==> src/logic/dcache_pkg.sv <==
`default_nettype none

package dcache_pkg;

	// cpu and memory word geometry
	localparam int ADDR_W = 32;
	localparam int WORD_W = 32;
	localparam int STRB_W = WORD_W / 8;

	// a line is 8 words of 32 bits
	localparam int LINE_WORDS = 8;
	localparam int LINE_W = LINE_WORDS * WORD_W;

	// address fields below the set index
	localparam int OFFSET_W = $clog2(LINE_W / 8);
	localparam int WORD_SEL_W = $clog2(LINE_WORDS);

	// fixed 4-way organisation, the PLRU tree only works for 4
	localparam int NUM_WAYS = 4;
	localparam int PLRU_W = NUM_WAYS - 1;

	// one-hot way vector
	typedef logic [NUM_WAYS-1:0] way_t;

	// controller states
	typedef enum logic [3:0] {
		IDLE,
		LOOKUP,
		EVICT,
		WB_REQ,
		WB_DATA,
		FILL_REQ,
		FILL_DATA,
		REFILL,
		WORD_READ,
		WORD_WRITE,
		RESP
	} cache_state_e;

endpackage

`default_nettype wire

==> src/logic/dcache_tag_store.sv <==
`timescale 1ns/1ps
`default_nettype none

module dcache_tag_store import dcache_pkg::*; #(
	parameter int NUM_SETS = 8
) (
	input  wire logic                                       clk,
	input  wire logic                                       rst,
	input  wire logic [$clog2(NUM_SETS)-1:0]                set_idx,
	input  wire logic [ADDR_W-$clog2(NUM_SETS)-OFFSET_W-1:0] tag,
	input  wire way_t                                       sel_way,
	input  wire logic                                       refill,
	input  wire logic                                       word_write,
	input  wire logic                                       touch,
	output way_t                                            hit_way,
	output way_t                                            victim_way,
	output logic                                            victim_dirty,
	output logic [ADDR_W-$clog2(NUM_SETS)-OFFSET_W-1:0]      victim_tag
);

	localparam int SET_W = $clog2(NUM_SETS);
	localparam int TAG_W = ADDR_W - SET_W - OFFSET_W;

	// per set state bits, one bit per way
	logic [NUM_WAYS-1:0] valid_q [NUM_SETS];
	logic [NUM_WAYS-1:0] dirty_q [NUM_SETS];
	logic [PLRU_W-1:0]   plru_q  [NUM_SETS];
	// tags need no reset, valid masks them
	logic [TAG_W-1:0]    tag_q   [NUM_SETS][NUM_WAYS];

	// state of the addressed set
	logic [NUM_WAYS-1:0] set_valid;
	logic [NUM_WAYS-1:0] set_dirty;
	logic [PLRU_W-1:0]   set_plru;

	assign set_valid = valid_q[set_idx];
	assign set_dirty = dirty_q[set_idx];
	assign set_plru  = plru_q[set_idx];

	// all four tags compared in parallel
	always_comb begin
		for (int w = 0; w < NUM_WAYS; w++) begin
			hit_way[w] = set_valid[w] && (tag_q[set_idx][w] == tag);
		end
	end

	// invalid ways first in order 0..3, else walk the tree
	always_comb begin
		if (!set_valid[0])
			victim_way = 4'b0001;
		else if (!set_valid[1])
			victim_way = 4'b0010;
		else if (!set_valid[2])
			victim_way = 4'b0100;
		else if (!set_valid[3])
			victim_way = 4'b1000;
		else if (!set_plru[0])
			// pair 0/1, bit1 picks way1
			victim_way = set_plru[1] ? 4'b0010 : 4'b0001;
		else
			// pair 2/3, bit2 picks way3
			victim_way = set_plru[2] ? 4'b1000 : 4'b0100;
	end

	assign victim_dirty = |(victim_way & set_dirty & set_valid);

	// tag of the victim, used for the write-back address
	always_comb begin
		victim_tag = '0;
		for (int w = 0; w < NUM_WAYS; w++) begin
			if (victim_way[w])
				victim_tag = tag_q[set_idx][w];
		end
	end

	// valid, dirty and plru updates
	always_ff @(posedge clk) begin
		if (rst) begin
			for (int s = 0; s < NUM_SETS; s++) begin
				valid_q[s] <= '0;
				dirty_q[s] <= '0;
				plru_q[s]  <= '0;
			end
		end else begin
			for (int w = 0; w < NUM_WAYS; w++) begin
				if (sel_way[w] && refill) begin
					valid_q[set_idx][w] <= 1'b1;
					dirty_q[set_idx][w] <= 1'b0;
				end else if (sel_way[w] && word_write) begin
					dirty_q[set_idx][w] <= 1'b1;
				end
			end
			// point the tree away from the way just used
			if (touch) begin
				plru_q[set_idx][0] <= sel_way[0] | sel_way[1];
				if (sel_way[0] | sel_way[1])
					plru_q[set_idx][1] <= sel_way[0];
				else
					plru_q[set_idx][2] <= sel_way[2];
			end
		end
	end

	// new tag written with the line
	always_ff @(posedge clk) begin
		for (int w = 0; w < NUM_WAYS; w++) begin
			if (sel_way[w] && refill)
				tag_q[set_idx][w] <= tag;
		end
	end

	// a tag lives in at most one way of a set
	a_hit_onehot0: assert property (@(posedge clk) disable iff (rst)
		$onehot0(hit_way));

	// controller must have picked exactly one way before any update
	a_sel_onehot: assert property (@(posedge clk) disable iff (rst)
		(refill || word_write || touch) |-> $onehot(sel_way));

endmodule

`default_nettype wire

==> config.mk <==
export PLATFORM = sky130hd
export DESIGN_NAME = dcache_tag_store
export DESIGN_NICKNAME = d
export VERILOG_FILES = /design/src/logic/dcache_pkg.sv /design/src/logic/dcache_tag_store.sv
export SDC_FILE = /design/constraint.sdc
export NUM_CORES = 1
export LEC_CHECK = 0
export BUFFER_PORTS_ARGS = -buffer_cell sky130_fd_sc_hd__buf_4
export CORE_ASPECT_RATIO = 0.75
export CORE_UTILIZATION = 29
export DETAILED_ROUTE_END_ITERATION = 8
export GPL_TIMING_DRIVEN = 0
export PLACE_DENSITY = 0.42
export SYNTH_ARGS = -nofsm -noshare
export SYNTH_HDL_FRONTEND = slang
export SYNTH_SLANG_ARGS = --single-unit
==> constraint.sdc <==
create_clock -name clk -period 2.9 [get_ports clk]
set_input_delay 0.145 -clock clk [delete_from_list [all_inputs] [get_ports clk]]
set_output_delay 0.145 -clock clk [all_outputs]
set_load 0.03 [all_outputs]
==> impl_metrics.env <==
export IMPL_period_minus_slack_ns=3.773
export IMPL_hpwl_mm=107.6
export IMPL_seq_area_frac_synth=0.7241
export IMPL_gp_congestion=0.9148
export IMPL_overflow=0
export IMPL_yosys_area_share_adder=0
export IMPL_drive_above_1_share=0.3155
export IMPL_critPathLaunch="set_idx[0]"
export IMPL_crit_arrival_ns=3.63
export IMPL_async_flop_share=0
export IMPL_cts_root_buf="clkbuf_16"
export IMPL_die_area_sq_um=122300
export IMPL_fin_util=0.3775
export IMPL_finalSetupViolCount=83
export IMPL_syn_area_sq_um=35050
export IMPL_tritoncts="yes"
export IMPL_synth_cells=2153
export IMPL_synthSimpleGateAreaFrac=0.05539
export IMPL_relSlewSlack=0.3321
export IMPL_muxShareOfSynthArea=0.08188
export IMPL_clk_latency_ns=0.68
export IMPL_fin_area_sq_um=45250
export IMPL_grt_max_degree=38
export IMPL_crit_chain="buf_6 > buf_6 > inv_1 > buf_4 > buf_4 > buf_4 > nand2_1 > nand2_1 > xnor2_1 > nand4_1 > nor4_4 > and4_4 > buf_6"
export IMPL_core_area_sq_um=119900
export IMPL_detail_route_antenna_nets=0
export IMPL_grt_first_pass_wirelength_mm=213.1
export IMPL_pwr_share_seq=0.478
export IMPL_cts_clk_slew_worst_paths_ns=0.07
export IMPL_rows=110
export IMPL_p_per_area_nw_per_um2=642.4
export IMPL_place_area_sq_um=38830
export IMPL_drcViolationCount=0
export IMPL_critPathSlowestCell="nor4_4"
export IMPL_stdcell_count=4171
export IMPL_worst_setup_path_end_kind="output pin"
export IMPL_ir_worst_vdd_v=0.0004673
export IMPL_synth_xor_xnor_area_share=0.02374
export IMPL_multi_input_area_sq_um=10380
export IMPL_final_cell_mix="824 x edfxtp_1, 145 x nor2_1, 99 x clkbuf_16"
export IMPL_ctsHtreeMaxLevel=3
export IMPL_switching_share=0.2552
export IMPL_max_freq_ghz=0.2650
export IMPL_grt_pass1_vias=22520
export IMPL_r2r_start="valid_q[5][1]"
export IMPL_slowest_delay_ns=0.50
export IMPL_synth_top_family_by_area="compound AO/OA/AOI/OAI gates"
export IMPL_ff_latch_area_sq_um=25390
export IMPL_skew_ns=0
export IMPL_start_util=0.2924
export IMPL_maxCapViolations=0
export IMPL_dp_cells=3885
export IMPL_die_w_um=403.5
export IMPL_clkPwrFrac=0.406
export IMPL_status="finished with violations"
export IMPL_p_int_mw=21.65
export IMPL_critPathTopFamily="buffers and inverters"
export IMPL_grt_use_total=0.2642
export IMPL_routed_via_density=5.748
export IMPL_synth_edf_count=824
export IMPL_chipHeight_um=303.1
export IMPL_post_place_ws_ns=-2.368
export IMPL_io_pins=69
export IMPL_drt_first_pass_iters=6
export IMPL_crit_type="in -> out"
export IMPL_detail_route_wl_per_cell_um=39.27
export IMPL_area_delta_synth_final_pct=29.09
export IMPL_synth_ff_type="edfxtp_1"
export IMPL_via_count=23970
export IMPL_mostFrequentLayoutCell="edfxtp_1"
export IMPL_clock_sinks=856
export IMPL_hp_start="sel_way[2]"
export IMPL_combPwrFrac=0.115
export IMPL_hold_class="in -> reg"
export IMPL_p_sw_mw=7.419
export IMPL_finalHoldViolations=0
export IMPL_crit_required_ns=2.76
export IMPL_violations="negative setup slack"
export IMPL_mappedNetlistNets=2189
export IMPL_ys_seq_elements=856
export IMPL_n_fill_cell=11100
export IMPL_antenna_found_initial=10
export IMPL_tightestPinTransition_ns=1.002
export IMPL_drv_slew=0
export IMPL_drt_iter0_markers=3698
export IMPL_ctsLongestPathBuffers=3
export IMPL_finalCritPeriodShare=1.301
export IMPL_port_buffers=64
export IMPL_rsz0062_at_grt="true"
export IMPL_synth_cell_types=72
export IMPL_routed_wirelength_mm=163.8
export IMPL_numCtsBuffers=90
export IMPL_ys_warn_count=0
export IMPL_start_kind="input port"
export IMPL_layout_setup_ws_ns=-0.8734
export IMPL_synth_compound_area_share=0.09109
export IMPL_crit_path_max_fanout=10
export IMPL_worst_path_buf_inv=7
export IMPL_syn_avg_cell_area_sq_um=16.28
export IMPL_leakage_nw=14.96
export IMPL_nets=2507
==> Yosys cell counts (21+ instances only) <==
| master | n | area share |
|---|---|---|
| edfxtp_1 | 824 | 0.71 |
| nor2_1 | 194 | 0.021 |
| mux2i_1 | 100 | 0.029 |
| mux2_2 | 87 | 0.028 |
| a22oi_1 | 79 | 0.017 |
| nand2_1 | 77 | 0.0082 |
| a221oi_1 | 74 | 0.018 |
| clkbuf_1 | 55 | 0.0059 |
| o21ai_0 | 52 | 0.0074 |
| xor2_1 | 51 | 0.013 |
| xnor2_1 | 44 | 0.011 |
| o22ai_1 | 43 | 0.0077 |
| buf_2 | 38 | 0.0054 |
| mux4_2 | 34 | 0.022 |
| or3_1 | 33 | 0.0059 |
| dfxtp_1 | 32 | 0.018 |
| a221o_1 | 25 | 0.0071 |
| buf_6 | 24 | 0.0077 |
| a21oi_1 | 21 | 0.0030 |
==> worst register-to-register path, cell delays in order (launching register included) <==
cell and delay [ns]:
dfxtp_1 0.33, nor2_1 0.12, nor2_1 0.05
==> logic make-up (layout without fill, tap and decap cells) <==
group | Yosys count | after routing
and+or+nand+nor | 412 | 412
other | 0 | 5
muxes | 230 | 230
DFF | 856 | 856
buffers and inverters | 144 | 533
xor gates and xnor gates | 95 | 95
AOI/OAI and AO/OA | 416 | 416
==> final timing paths <==
path              slack (ns)  cells past startpoint       endpoint
setup / recovery       -0.87                     13     hit_way[1]
hold / removal          0.06                      3  dirty_q[1][2]
setup reg to reg        2.27                      2  valid_q[5][1]
hold reg to reg         0.47                      2  valid_q[5][2]
==> stage by stage <==
step / power [mW] / hold WS (ns) / setup TNS, ns
2_1_floorplan: 15.38 / 0.2439 / -19.76
3_3_place_gp: 16.78 / 0.4459 / -3426.07
3_5_place_dp: 16.87 / 0.4572 / -1141.90
4_1_cts: 28.90 / 0.005732 / -13.61
5_1_grt: 29.65 / 0.07889 / -16.72
6_report: 29.07 / 0.05756 / -16.30
==> layout make-up <==
type | count | area share
well taps | 1624 | 0.04490
multi-input cells | 1153 | 0.2294
clock buffers | 112 | 0.05394
clock inverters | 51 | 0.01045
plain buffers | 133 | 0.03088
flip-flops and latches | 856 | 0.5610
repair buffers | 231 | 0.06788
inverters | 6 | 0.001299
diodes | 5 | 0.0002765
==> power groups by stage <==
| stage | sequential [mW] | combinational (mW) | clock (mW) |
|---|---|---|---|
| 2_1_floorplan | 14.1 | 1.23 | 0 |
| 6_report | 13.9 | 3.35 | 11.8 |
| 3_5_place_dp | 14.2 | 2.70 | 0 |
| 5_1_grt | 13.9 | 3.39 | 12.3 |
| 4_1_cts | 13.9 | 3.11 | 11.9 |
| 3_3_place_gp | 14.2 | 2.61 | 0 |
==> layer usage <==
| metal | vias to the layer above | GRT usage | share of wire |
|---|---|---|---|
| met5 | - | 0 | 0 |
| met4 | 0 | 0.06962 | 0.028 |
| met3 | 261 | 0.07069 | 0.11 |
| met2 | 1658 | 0.3891 | 0.43 |
| met1 | 12800 | 0.3830 | 0.43 |
| li1 | 9256 | - | - |
==> sequential cells by signal (all words and copies together), names as in the netlist <==
signal / flops
dirty_q: 32
plru_q: 24
tag_q: 768
valid_q: 32
==> repair_timing <==
item / in CTS / in global routing
cloned: 5 / 1
hold buffers: 28 / 0
buffers inserted: 58 / 37
endpoints found under the setup margin: 776 / 69
pin swaps: 47 / 64
endpoints found under the hold margin: 793 / 0
gates resized for setup: 435 / 152
Note: power is estimated with default switching activity, not from simulation.
