<file path="config.mk">
export PLATFORM = sky130hd
export DESIGN_NAME = dcache_ctrl
export DESIGN_NICKNAME = d
export VERILOG_FILES = /design/src/logic/dcache_pkg.sv /design/src/logic/dcache_ctrl.sv
export SDC_FILE = /design/constraint.sdc
export NUM_CORES = 1
export LEC_CHECK = 0
export BUFFER_PORTS_ARGS = -buffer_cell sky130_fd_sc_hd__buf_2
export CORE_AREA = 2 2 254 256
export CTS_BUF_LIST = sky130_fd_sc_hd__clkbuf_2
export CTS_CLUSTER_SIZE = 12
export DETAILED_ROUTE_END_ITERATION = 7
export DIE_AREA = 0 0 256 258
export GPL_ROUTABILITY_DRIVEN = 0
export HOLD_SLACK_MARGIN = 0.08
export PLACE_DENSITY = 0.3
export REMOVE_ABC_BUFFERS = 1
export SYNTH_ARGS = -nofsm -noshare
export SYNTH_HDL_FRONTEND = slang
export SYNTH_SLANG_ARGS = --single-unit
</file>
<file path="constraint.sdc">
create_clock -name clk -period 10.42 [get_ports clk]
set_input_delay 0.521 -clock clk [delete_from_list [all_inputs] [get_ports clk]]
set_output_delay 0.521 -clock clk [all_outputs]
set_load 0.02 [all_outputs]
</file>
<file path="src/logic/dcache_pkg.sv">
`default_nettype none

package dcache_pkg;

	// cpu and memory word geometry
	localparam int ADDR_W = 32;
	localparam int WORD_W = 32;
	localparam int STRB_W = WORD_W / 8;

	// a line is 8 words of 32 bits
	localparam int LINE_WORDS = 8;
	localparam int LINE_W = LINE_WORDS * WORD_W;

	// address fields below the set index
	localparam int OFFSET_W = $clog2(LINE_W / 8);
	localparam int WORD_SEL_W = $clog2(LINE_WORDS);

	// fixed 4-way organisation, the PLRU tree only works for 4
	localparam int NUM_WAYS = 4;
	localparam int PLRU_W = NUM_WAYS - 1;

	// one-hot way vector
	typedef logic [NUM_WAYS-1:0] way_t;

	// controller states
	typedef enum logic [3:0] {
		IDLE,
		LOOKUP,
		EVICT,
		WB_REQ,
		WB_DATA,
		FILL_REQ,
		FILL_DATA,
		REFILL,
		WORD_READ,
		WORD_WRITE,
		RESP
	} cache_state_e;

endpackage

`default_nettype wire

</file>
<file path="src/logic/dcache_ctrl.sv">
`timescale 1ns/1ps
`default_nettype none

module dcache_ctrl import dcache_pkg::*; #(
	parameter int NUM_SETS = 8
) (
	input  wire logic                                        clk,
	input  wire logic                                        rst,
	// cpu request and response
	input  wire logic                                        req_valid,
	input  wire logic                                        req_write,
	input  wire logic [ADDR_W-1:0]                           req_addr,
	input  wire logic [WORD_W-1:0]                           req_wdata,
	input  wire logic [STRB_W-1:0]                           req_wstrb,
	output logic                                             req_ready,
	output logic                                             rsp_valid,
	output logic [WORD_W-1:0]                                rsp_data,
	input  wire logic                                        rsp_ready,
	// memory read port
	output logic                                             rd_req_valid,
	output logic [ADDR_W-1:0]                                rd_req_addr,
	input  wire logic                                        rd_req_ready,
	input  wire logic                                        rd_rsp_valid,
	input  wire logic                                        rd_rsp_last,
	output logic                                             rd_rsp_ready,
	// memory write port
	output logic                                             wr_req_valid,
	output logic [ADDR_W-1:0]                                wr_req_addr,
	input  wire logic                                        wr_req_ready,
	output logic                                             wr_data_valid,
	output logic [WORD_W-1:0]                                wr_data,
	output logic                                             wr_data_last,
	input  wire logic                                        wr_data_ready,
	// results from the stores and the buffer
	input  wire way_t                                        hit_way,
	input  wire way_t                                        victim_way,
	input  wire logic                                        victim_dirty,
	input  wire logic [ADDR_W-$clog2(NUM_SETS)-OFFSET_W-1:0] victim_tag,
	input  wire logic [WORD_W-1:0]                           word_out,
	input  wire logic [LINE_W-1:0]                           fill_line,
	input  wire logic [WORD_W-1:0]                           wb_beat,
	input  wire logic                                        wb_last,
	// controls to the stores and the buffer
	output logic [$clog2(NUM_SETS)-1:0]                      set_idx,
	output logic [ADDR_W-$clog2(NUM_SETS)-OFFSET_W-1:0]      tag,
	output logic [WORD_SEL_W-1:0]                            word_sel,
	output way_t                                             sel_way,
	output logic                                             refill,
	output logic                                             word_write,
	output logic                                             touch,
	output logic [WORD_W-1:0]                                wdata,
	output logic [STRB_W-1:0]                                wstrb,
	output logic                                             load,
	output logic                                             fill_beat,
	output logic                                             wb_advance
);

	localparam int SET_W = $clog2(NUM_SETS);
	localparam int TAG_W = ADDR_W - SET_W - OFFSET_W;

	cache_state_e state, state_next;

	// latched request
	logic              req_write_q;
	logic [ADDR_W-1:0] req_addr_q;
	logic [WORD_W-1:0] req_wdata_q;
	logic [STRB_W-1:0] req_wstrb_q;
	// write-back line address, fixed when the victim is chosen
	logic [ADDR_W-1:0] wb_addr_q;

	always_ff @(posedge clk) begin
		if (rst)
			state <= IDLE;
		else
			state <= state_next;
	end

	always_comb begin
		state_next = state;
		case (state)
			IDLE:       if (req_valid) state_next = LOOKUP;
			LOOKUP: begin
				if (|hit_way)
					state_next = req_write_q ? WORD_WRITE : WORD_READ;
				else
					state_next = EVICT;
			end
			// clean victims skip the write burst
			EVICT:      state_next = victim_dirty ? WB_REQ : FILL_REQ;
			WB_REQ:     if (wr_req_ready) state_next = WB_DATA;
			WB_DATA:    if (wr_data_ready && wb_last) state_next = FILL_REQ;
			FILL_REQ:   if (rd_req_ready) state_next = FILL_DATA;
			FILL_DATA:  if (rd_rsp_valid && rd_rsp_last) state_next = REFILL;
			REFILL:     state_next = req_write_q ? WORD_WRITE : WORD_READ;
			WORD_READ:  state_next = RESP;
			WORD_WRITE: state_next = IDLE;
			RESP:       if (rsp_ready) state_next = IDLE;
			default:    state_next = IDLE;
		endcase
	end

	// request captured on the accepting edge
	always_ff @(posedge clk) begin
		if (req_valid && req_ready) begin
			req_write_q <= req_write;
			req_addr_q  <= req_addr;
			req_wdata_q <= req_wdata;
			req_wstrb_q <= req_wstrb;
		end
	end

	// hit way on lookup, victim way on a miss
	always_ff @(posedge clk) begin
		if (rst)
			sel_way <= '0;
		else if (state == LOOKUP && |hit_way)
			sel_way <= hit_way;
		else if (state == EVICT)
			sel_way <= victim_way;
	end

	always_ff @(posedge clk) begin
		if (state == EVICT)
			wb_addr_q <= {victim_tag, set_idx, {OFFSET_W{1'b0}}};
	end

	// read word held through the response
	always_ff @(posedge clk) begin
		if (state == WORD_READ)
			rsp_data <= word_out;
	end

	// address fields of the latched request
	assign tag      = req_addr_q[ADDR_W-1 -: TAG_W];
	assign set_idx  = req_addr_q[OFFSET_W +: SET_W];
	assign word_sel = req_addr_q[OFFSET_W-1 -: WORD_SEL_W];
	assign wdata    = req_wdata_q;
	assign wstrb    = req_wstrb_q;

	// store and buffer strobes
	assign refill     = (state == REFILL);
	assign word_write = (state == WORD_WRITE);
	assign touch      = (state == WORD_READ) || (state == WORD_WRITE);
	assign load       = (state == WB_REQ);
	assign fill_beat  = (state == FILL_DATA) && rd_rsp_valid;
	assign wb_advance = (state == WB_DATA) && wr_data_ready;

	// cpu side
	assign req_ready = (state == IDLE);
	assign rsp_valid = (state == RESP);

	// memory side, always whole aligned lines
	assign rd_req_valid  = (state == FILL_REQ);
	assign rd_req_addr   = {req_addr_q[ADDR_W-1:OFFSET_W], {OFFSET_W{1'b0}}};
	assign rd_rsp_ready  = (state == FILL_DATA);
	assign wr_req_valid  = (state == WB_REQ);
	assign wr_req_addr   = wb_addr_q;
	assign wr_data_valid = (state == WB_DATA);
	assign wr_data       = wb_beat;
	assign wr_data_last  = (state == WB_DATA) && wb_last;

	// response held stable while the cpu stalls
	a_rsp_hold: assert property (@(posedge clk) disable iff (rst)
		(rsp_valid && !rsp_ready) |=> (rsp_valid && $stable(rsp_data) && !req_ready));

	// data store holds the buffered fill line after a refill
	a_refill_word: assert property (@(posedge clk) disable iff (rst)
		(state == REFILL) |=> (word_out == fill_line[word_sel*WORD_W +: WORD_W]));

endmodule

`default_nettype wire

</file>
==> flow_results.xml <==
<?xml version="1.0" encoding="UTF-8"?>
<metrics>
  <group name="place">
    <metric name="number_of_cells_after_detailed_placement" unit="">1388</metric>
    <metric name="port_buffers" unit="">310</metric>
    <metric name="hpwl" unit="um">15100</metric>
  </group>
  <group name="clock_tree">
    <metric name="clk-insertion-delay-late" unit="ps">950</metric>
    <metric name="clockBufferDepth" unit="">2</metric>
    <metric name="clk_root_buffer_cell" unit="">clkbuf_2</metric>
    <metric name="h_tree_lvl_count" unit="">4</metric>
    <metric name="clock_buffers_created_by_tritoncts" unit="">17</metric>
    <metric name="cts_tree" unit="">built</metric>
    <metric name="postCtsSetupRepairBufs" unit="">0</metric>
    <metric name="clock_sinks" unit="">134</metric>
    <metric name="worst_setup_hold_path_clk_slew" unit="ps">300</metric>
  </group>
  <group name="detailed_routing">
    <metric name="dr.first_iter.drc_count" unit="">172</metric>
    <metric name="postRouteWirelength" unit="um">20200</metric>
    <metric name="post_drt_via_cell_ratio" unit="">2.47</metric>
    <metric name="first_pass_iters" unit="">4</metric>
    <metric name="vias" unit="">3939</metric>
    <metric name="drtAntennaViolNets" unit="">0</metric>
    <metric name="drc_viols" unit="">0</metric>
    <metric name="wl_per_cell" unit="um">12.7</metric>
  </group>
  <group name="critical_path">
    <metric name="r2r_slack" unit="ps">7400</metric>
    <metric name="critical_path.top_delay_family" unit="">buffers and inverters</metric>
    <metric name="worst_ep_arrival_time" unit="ps">3910</metric>
    <metric name="cp_common_cell" unit="">dlygate4sd3_1</metric>
    <metric name="critical_path.max_fanout" unit="">15</metric>
    <metric name="timing.critical_path.cells" unit="">buf_4 &gt; and4bb_4 &gt; a22oi_2 &gt; dlygate4sd3_1 &gt; nand3_2 &gt; o311a_1 &gt; dlygate4sd3_1</metric>
    <metric name="r2r-end" unit="">state[1]</metric>
    <metric name="worst_r2r_path_depth" unit="">7</metric>
    <metric name="crit_path_max_incr_delay" unit="ps">710</metric>
    <metric name="critical_path_depth" unit="">7</metric>
    <metric name="slowest_stage" unit="">dlygate4sd3_1</metric>
    <metric name="setup.worst_path.end" unit="">state[1]</metric>
    <metric name="timing_worst_setup_path_type" unit="">reg2reg</metric>
    <metric name="start_kind" unit="">flop</metric>
    <metric name="timing.critical_path.required" unit="ps">11310</metric>
    <metric name="crit_path_end_kind" unit="">flop</metric>
    <metric name="r2r_start" unit="">state[3]</metric>
    <metric name="critPathLaunch" unit="">state[3]</metric>
    <metric name="critical_path_buf_inv_count" unit="">3</metric>
  </group>
  <group name="yosys">
    <metric name="syn-instance-count" unit="">283</metric>
    <metric name="synth.top_cells.by_count" unit="">126 x edfxtp_1, 71 x buf_4, 11 x nor2_1</metric>
    <metric name="avgSynthCellArea" unit="sq um">17.7</metric>
    <metric name="post-synth-top-count-cell" unit="">edfxtp_1</metric>
    <metric name="synth_cell_type_count" unit="">42</metric>
    <metric name="ys_seq_elements" unit="">134</metric>
    <metric name="synth-edff-count" unit="">126</metric>
    <metric name="synth.top_cells.by_area" unit="">edfxtp_1 76%, buf_4 11%, dfxtp_1 3.2%, mux2i_1 1.2%, nor2_1 0.83%</metric>
    <metric name="most_used_dff_post_synth" unit="">edfxtp_1</metric>
    <metric name="synth_top_area_share" unit="%">75.7</metric>
    <metric name="synthArstFlopShare" unit="%">0</metric>
    <metric name="netlist_area" unit="sq um">5000</metric>
    <metric name="yosys_warnings" unit="">0</metric>
    <metric name="synth.largest_area_cell" unit="">edfxtp_1</metric>
    <metric name="synth-seq-area-share" unit="%">78.9</metric>
  </group>
  <group name="floorplan">
    <metric name="die_outline_area" unit="sq um">66000</metric>
    <metric name="die_height" unit="um">258</metric>
    <metric name="die_w" unit="um">256</metric>
    <metric name="placement_rows" unit="">93</metric>
    <metric name="fp.coreArea" unit="sq um">63600</metric>
    <metric name="start_util" unit="%">7.85</metric>
    <metric name="num_io_pins" unit="">643</metric>
  </group>
  <group name="timing">
    <metric name="final-max-slew-violation-count" unit="">0</metric>
    <metric name="fin_hold_ws" unit="ps">283</metric>
    <metric name="worst_slew_pin_slew" unit="ps">693</metric>
    <metric name="setup-violations-final" unit="">0</metric>
    <metric name="min_period_over_period" unit="%">29.0</metric>
    <metric name="totalNegativeSetupSlack" unit="ps">0</metric>
    <metric name="final.setup_skew" unit="ps">85.8</metric>
    <metric name="fmax" unit="MHz">331</metric>
    <metric name="fin_crit" unit="ps">3020</metric>
    <metric name="slew_headroom" unit="%">53.8</metric>
    <metric name="timing_hold_violations_final" unit="">0</metric>
    <metric name="rsz_0062_raised_after_global_routing" unit="">false</metric>
  </group>
  <group name="pwr">
    <metric name="ir_worst_vdd" unit="mV">0.0937</metric>
    <metric name="power.leakage" unit="nW">3.61</metric>
    <metric name="power_density" unit="nW/um^2">210</metric>
  </group>
  <group name="global_route">
    <metric name="initial_antenna_violation_count" unit="">6</metric>
    <metric name="grt_max_degree" unit="">51</metric>
    <metric name="grt_pass1_wl" unit="um">28300</metric>
    <metric name="globalRouteTotalUtil" unit="%">6.16</metric>
    <metric name="grt_overflow_total" unit="">0</metric>
    <metric name="first_global_vias" unit="">4171</metric>
  </group>
  <group name="final_layout">
    <metric name="finished_layout_cells" unit="">1593</metric>
    <metric name="design.final.nets" unit="">1153</metric>
    <metric name="area_delta_synth_final" unit="%">83.3</metric>
    <metric name="final_layout_size_suffix_gt1_share" unit="%">48.9</metric>
  </group>
  <group name="status">
    <metric name="run_status" unit="">finished, final reports clean</metric>
  </group>
  <group name="flow_run">
    <metric name="cap_viol_max_count" unit="">0</metric>
  </group>
  <group name="worst_hold_path">
    <metric name="hp-start" unit="">victim_tag[23]</metric>
    <metric name="timing.hold.worst.class" unit="">in2reg</metric>
  </group>
</metrics>
metrics by stage:
step                      power, mW  utilization [%]  area [sq um]  worst slack (ps)
after global placement         1.47             11.2          7160              7930
final                          1.93             14.4          9160              7400
after CTS                      1.98             14.4          9150              7230
after detailed placement       1.47             11.2          7160              7940
after floorplan                1.18                -          4480              6960
after global routing           2.05             14.4          9150              7110
how the worst min path moves through the flow:
stage	endpoint	slack, ps	cells past startpoint
6_report	wr_req_addr[31]	280	2
5_1_grt	wr_req_addr[24]	90	2
4_1_cts	wr_req_addr[24]	80	2
3_5_place_dp	wr_req_addr[5]	470	0
3_3_place_gp	wr_req_addr[5]	460	0
2_1_floorplan	sel_way[0]	590	1
what timing repair did:
| action | 4_1_cts | 5_1_grt |
|---|---|---|
| hold endpoints to repair | 148 | 0 |
| setup endpoints to repair | 0 | 0 |
| hold buffers | 169 | 0 |
| gates resized for setup | 0 | 0 |
cell type report:
| class | count | area [sq um] |
|---|---|---|
| Tap cell | 855 | 1070 |
| Inverter | 2 | 7.51 |
| Antenna cell | 4 | 10.0 |
| Multi-Input combinational cell | 80 | 532 |
| Clock inverter | 14 | 210 |
| Fill cell | 7185 | 54500 |
| Clock buffer | 18 | 90.1 |
| Sequential cell | 134 | 3940 |
| Timing Repair Buffer | 486 | 3300 |
worst register-to-register path: stages, from the launching register on:
cell and delay, ps:
dfxtp_1 380, buf_4 240, and4bb_4 290, a22oi_2 350
dlygate4sd3_1 710, nand3_2 110, o311a_1 340, dlygate4sd3_1 540
power by group:
part | leakage [nW] | internal [mW] | switching (mW)
logic | 2.21 | 0.238 | 0.471
registers | 1.23 | 0.762 | 0.0403
clock network | 0.171 | 0.167 | 0.247
total | 3.61 | 1.17 | 0.759
flip-flops by register name (all words and copies together), names as in the netlist:
register and cells:
req_addr_q 30, wdata 32, wstrb 4, req_write_q 1, rsp_data 32, wr_req_addr 27
state 4, sel_way 4
cells by family after synthesis:
| kind of cell | after synthesis | synth area share (%) |
|---|---|---|
| mux | 6 | 1.20 |
| buf+inv | 78 | 11.3 |
| other cells | 1 | 0.0750 |
| compound gates | 19 | 2.80 |
| simple gates | 45 | 5.73 |
| flops | 134 | 78.9 |
placed cells by master, fill, tap and decap left out, types with 2 or more instances in the layout:
master           n
nand2b_1         3
buf_4            7
a21oi_1          2
a211oi_1         5
clkinvlp_4       2
o21ai_0          2
inv_8            2
dlygate4sd3_1  169
conb_1          10
nand2_1          7
nor3_1           2
mux2i_1          6
inv_6            6
clkbuf_2        18
inv_1            2
nor3b_1          2
buf_2          310
edfxtp_1       126
and2_1           3
dfxtp_1          8
o21bai_1         2
bufinv_16        4
diode_2          4
nor2_1          11
routing by layer:
| metal | part of all wire (%) | wire length [um] | global-route usage [%] |
|---|---|---|---|
| met4 | 5.0 | 1020 | 4.43 |
| met2 | 42 | 8590 | 8.87 |
| met3 | 9.3 | 1880 | 3.00 |
| met5 | 0.15 | 31 | 0 |
| met1 | 43 | 8690 | 7.09 |
Power figures use the tool's default switching activity.
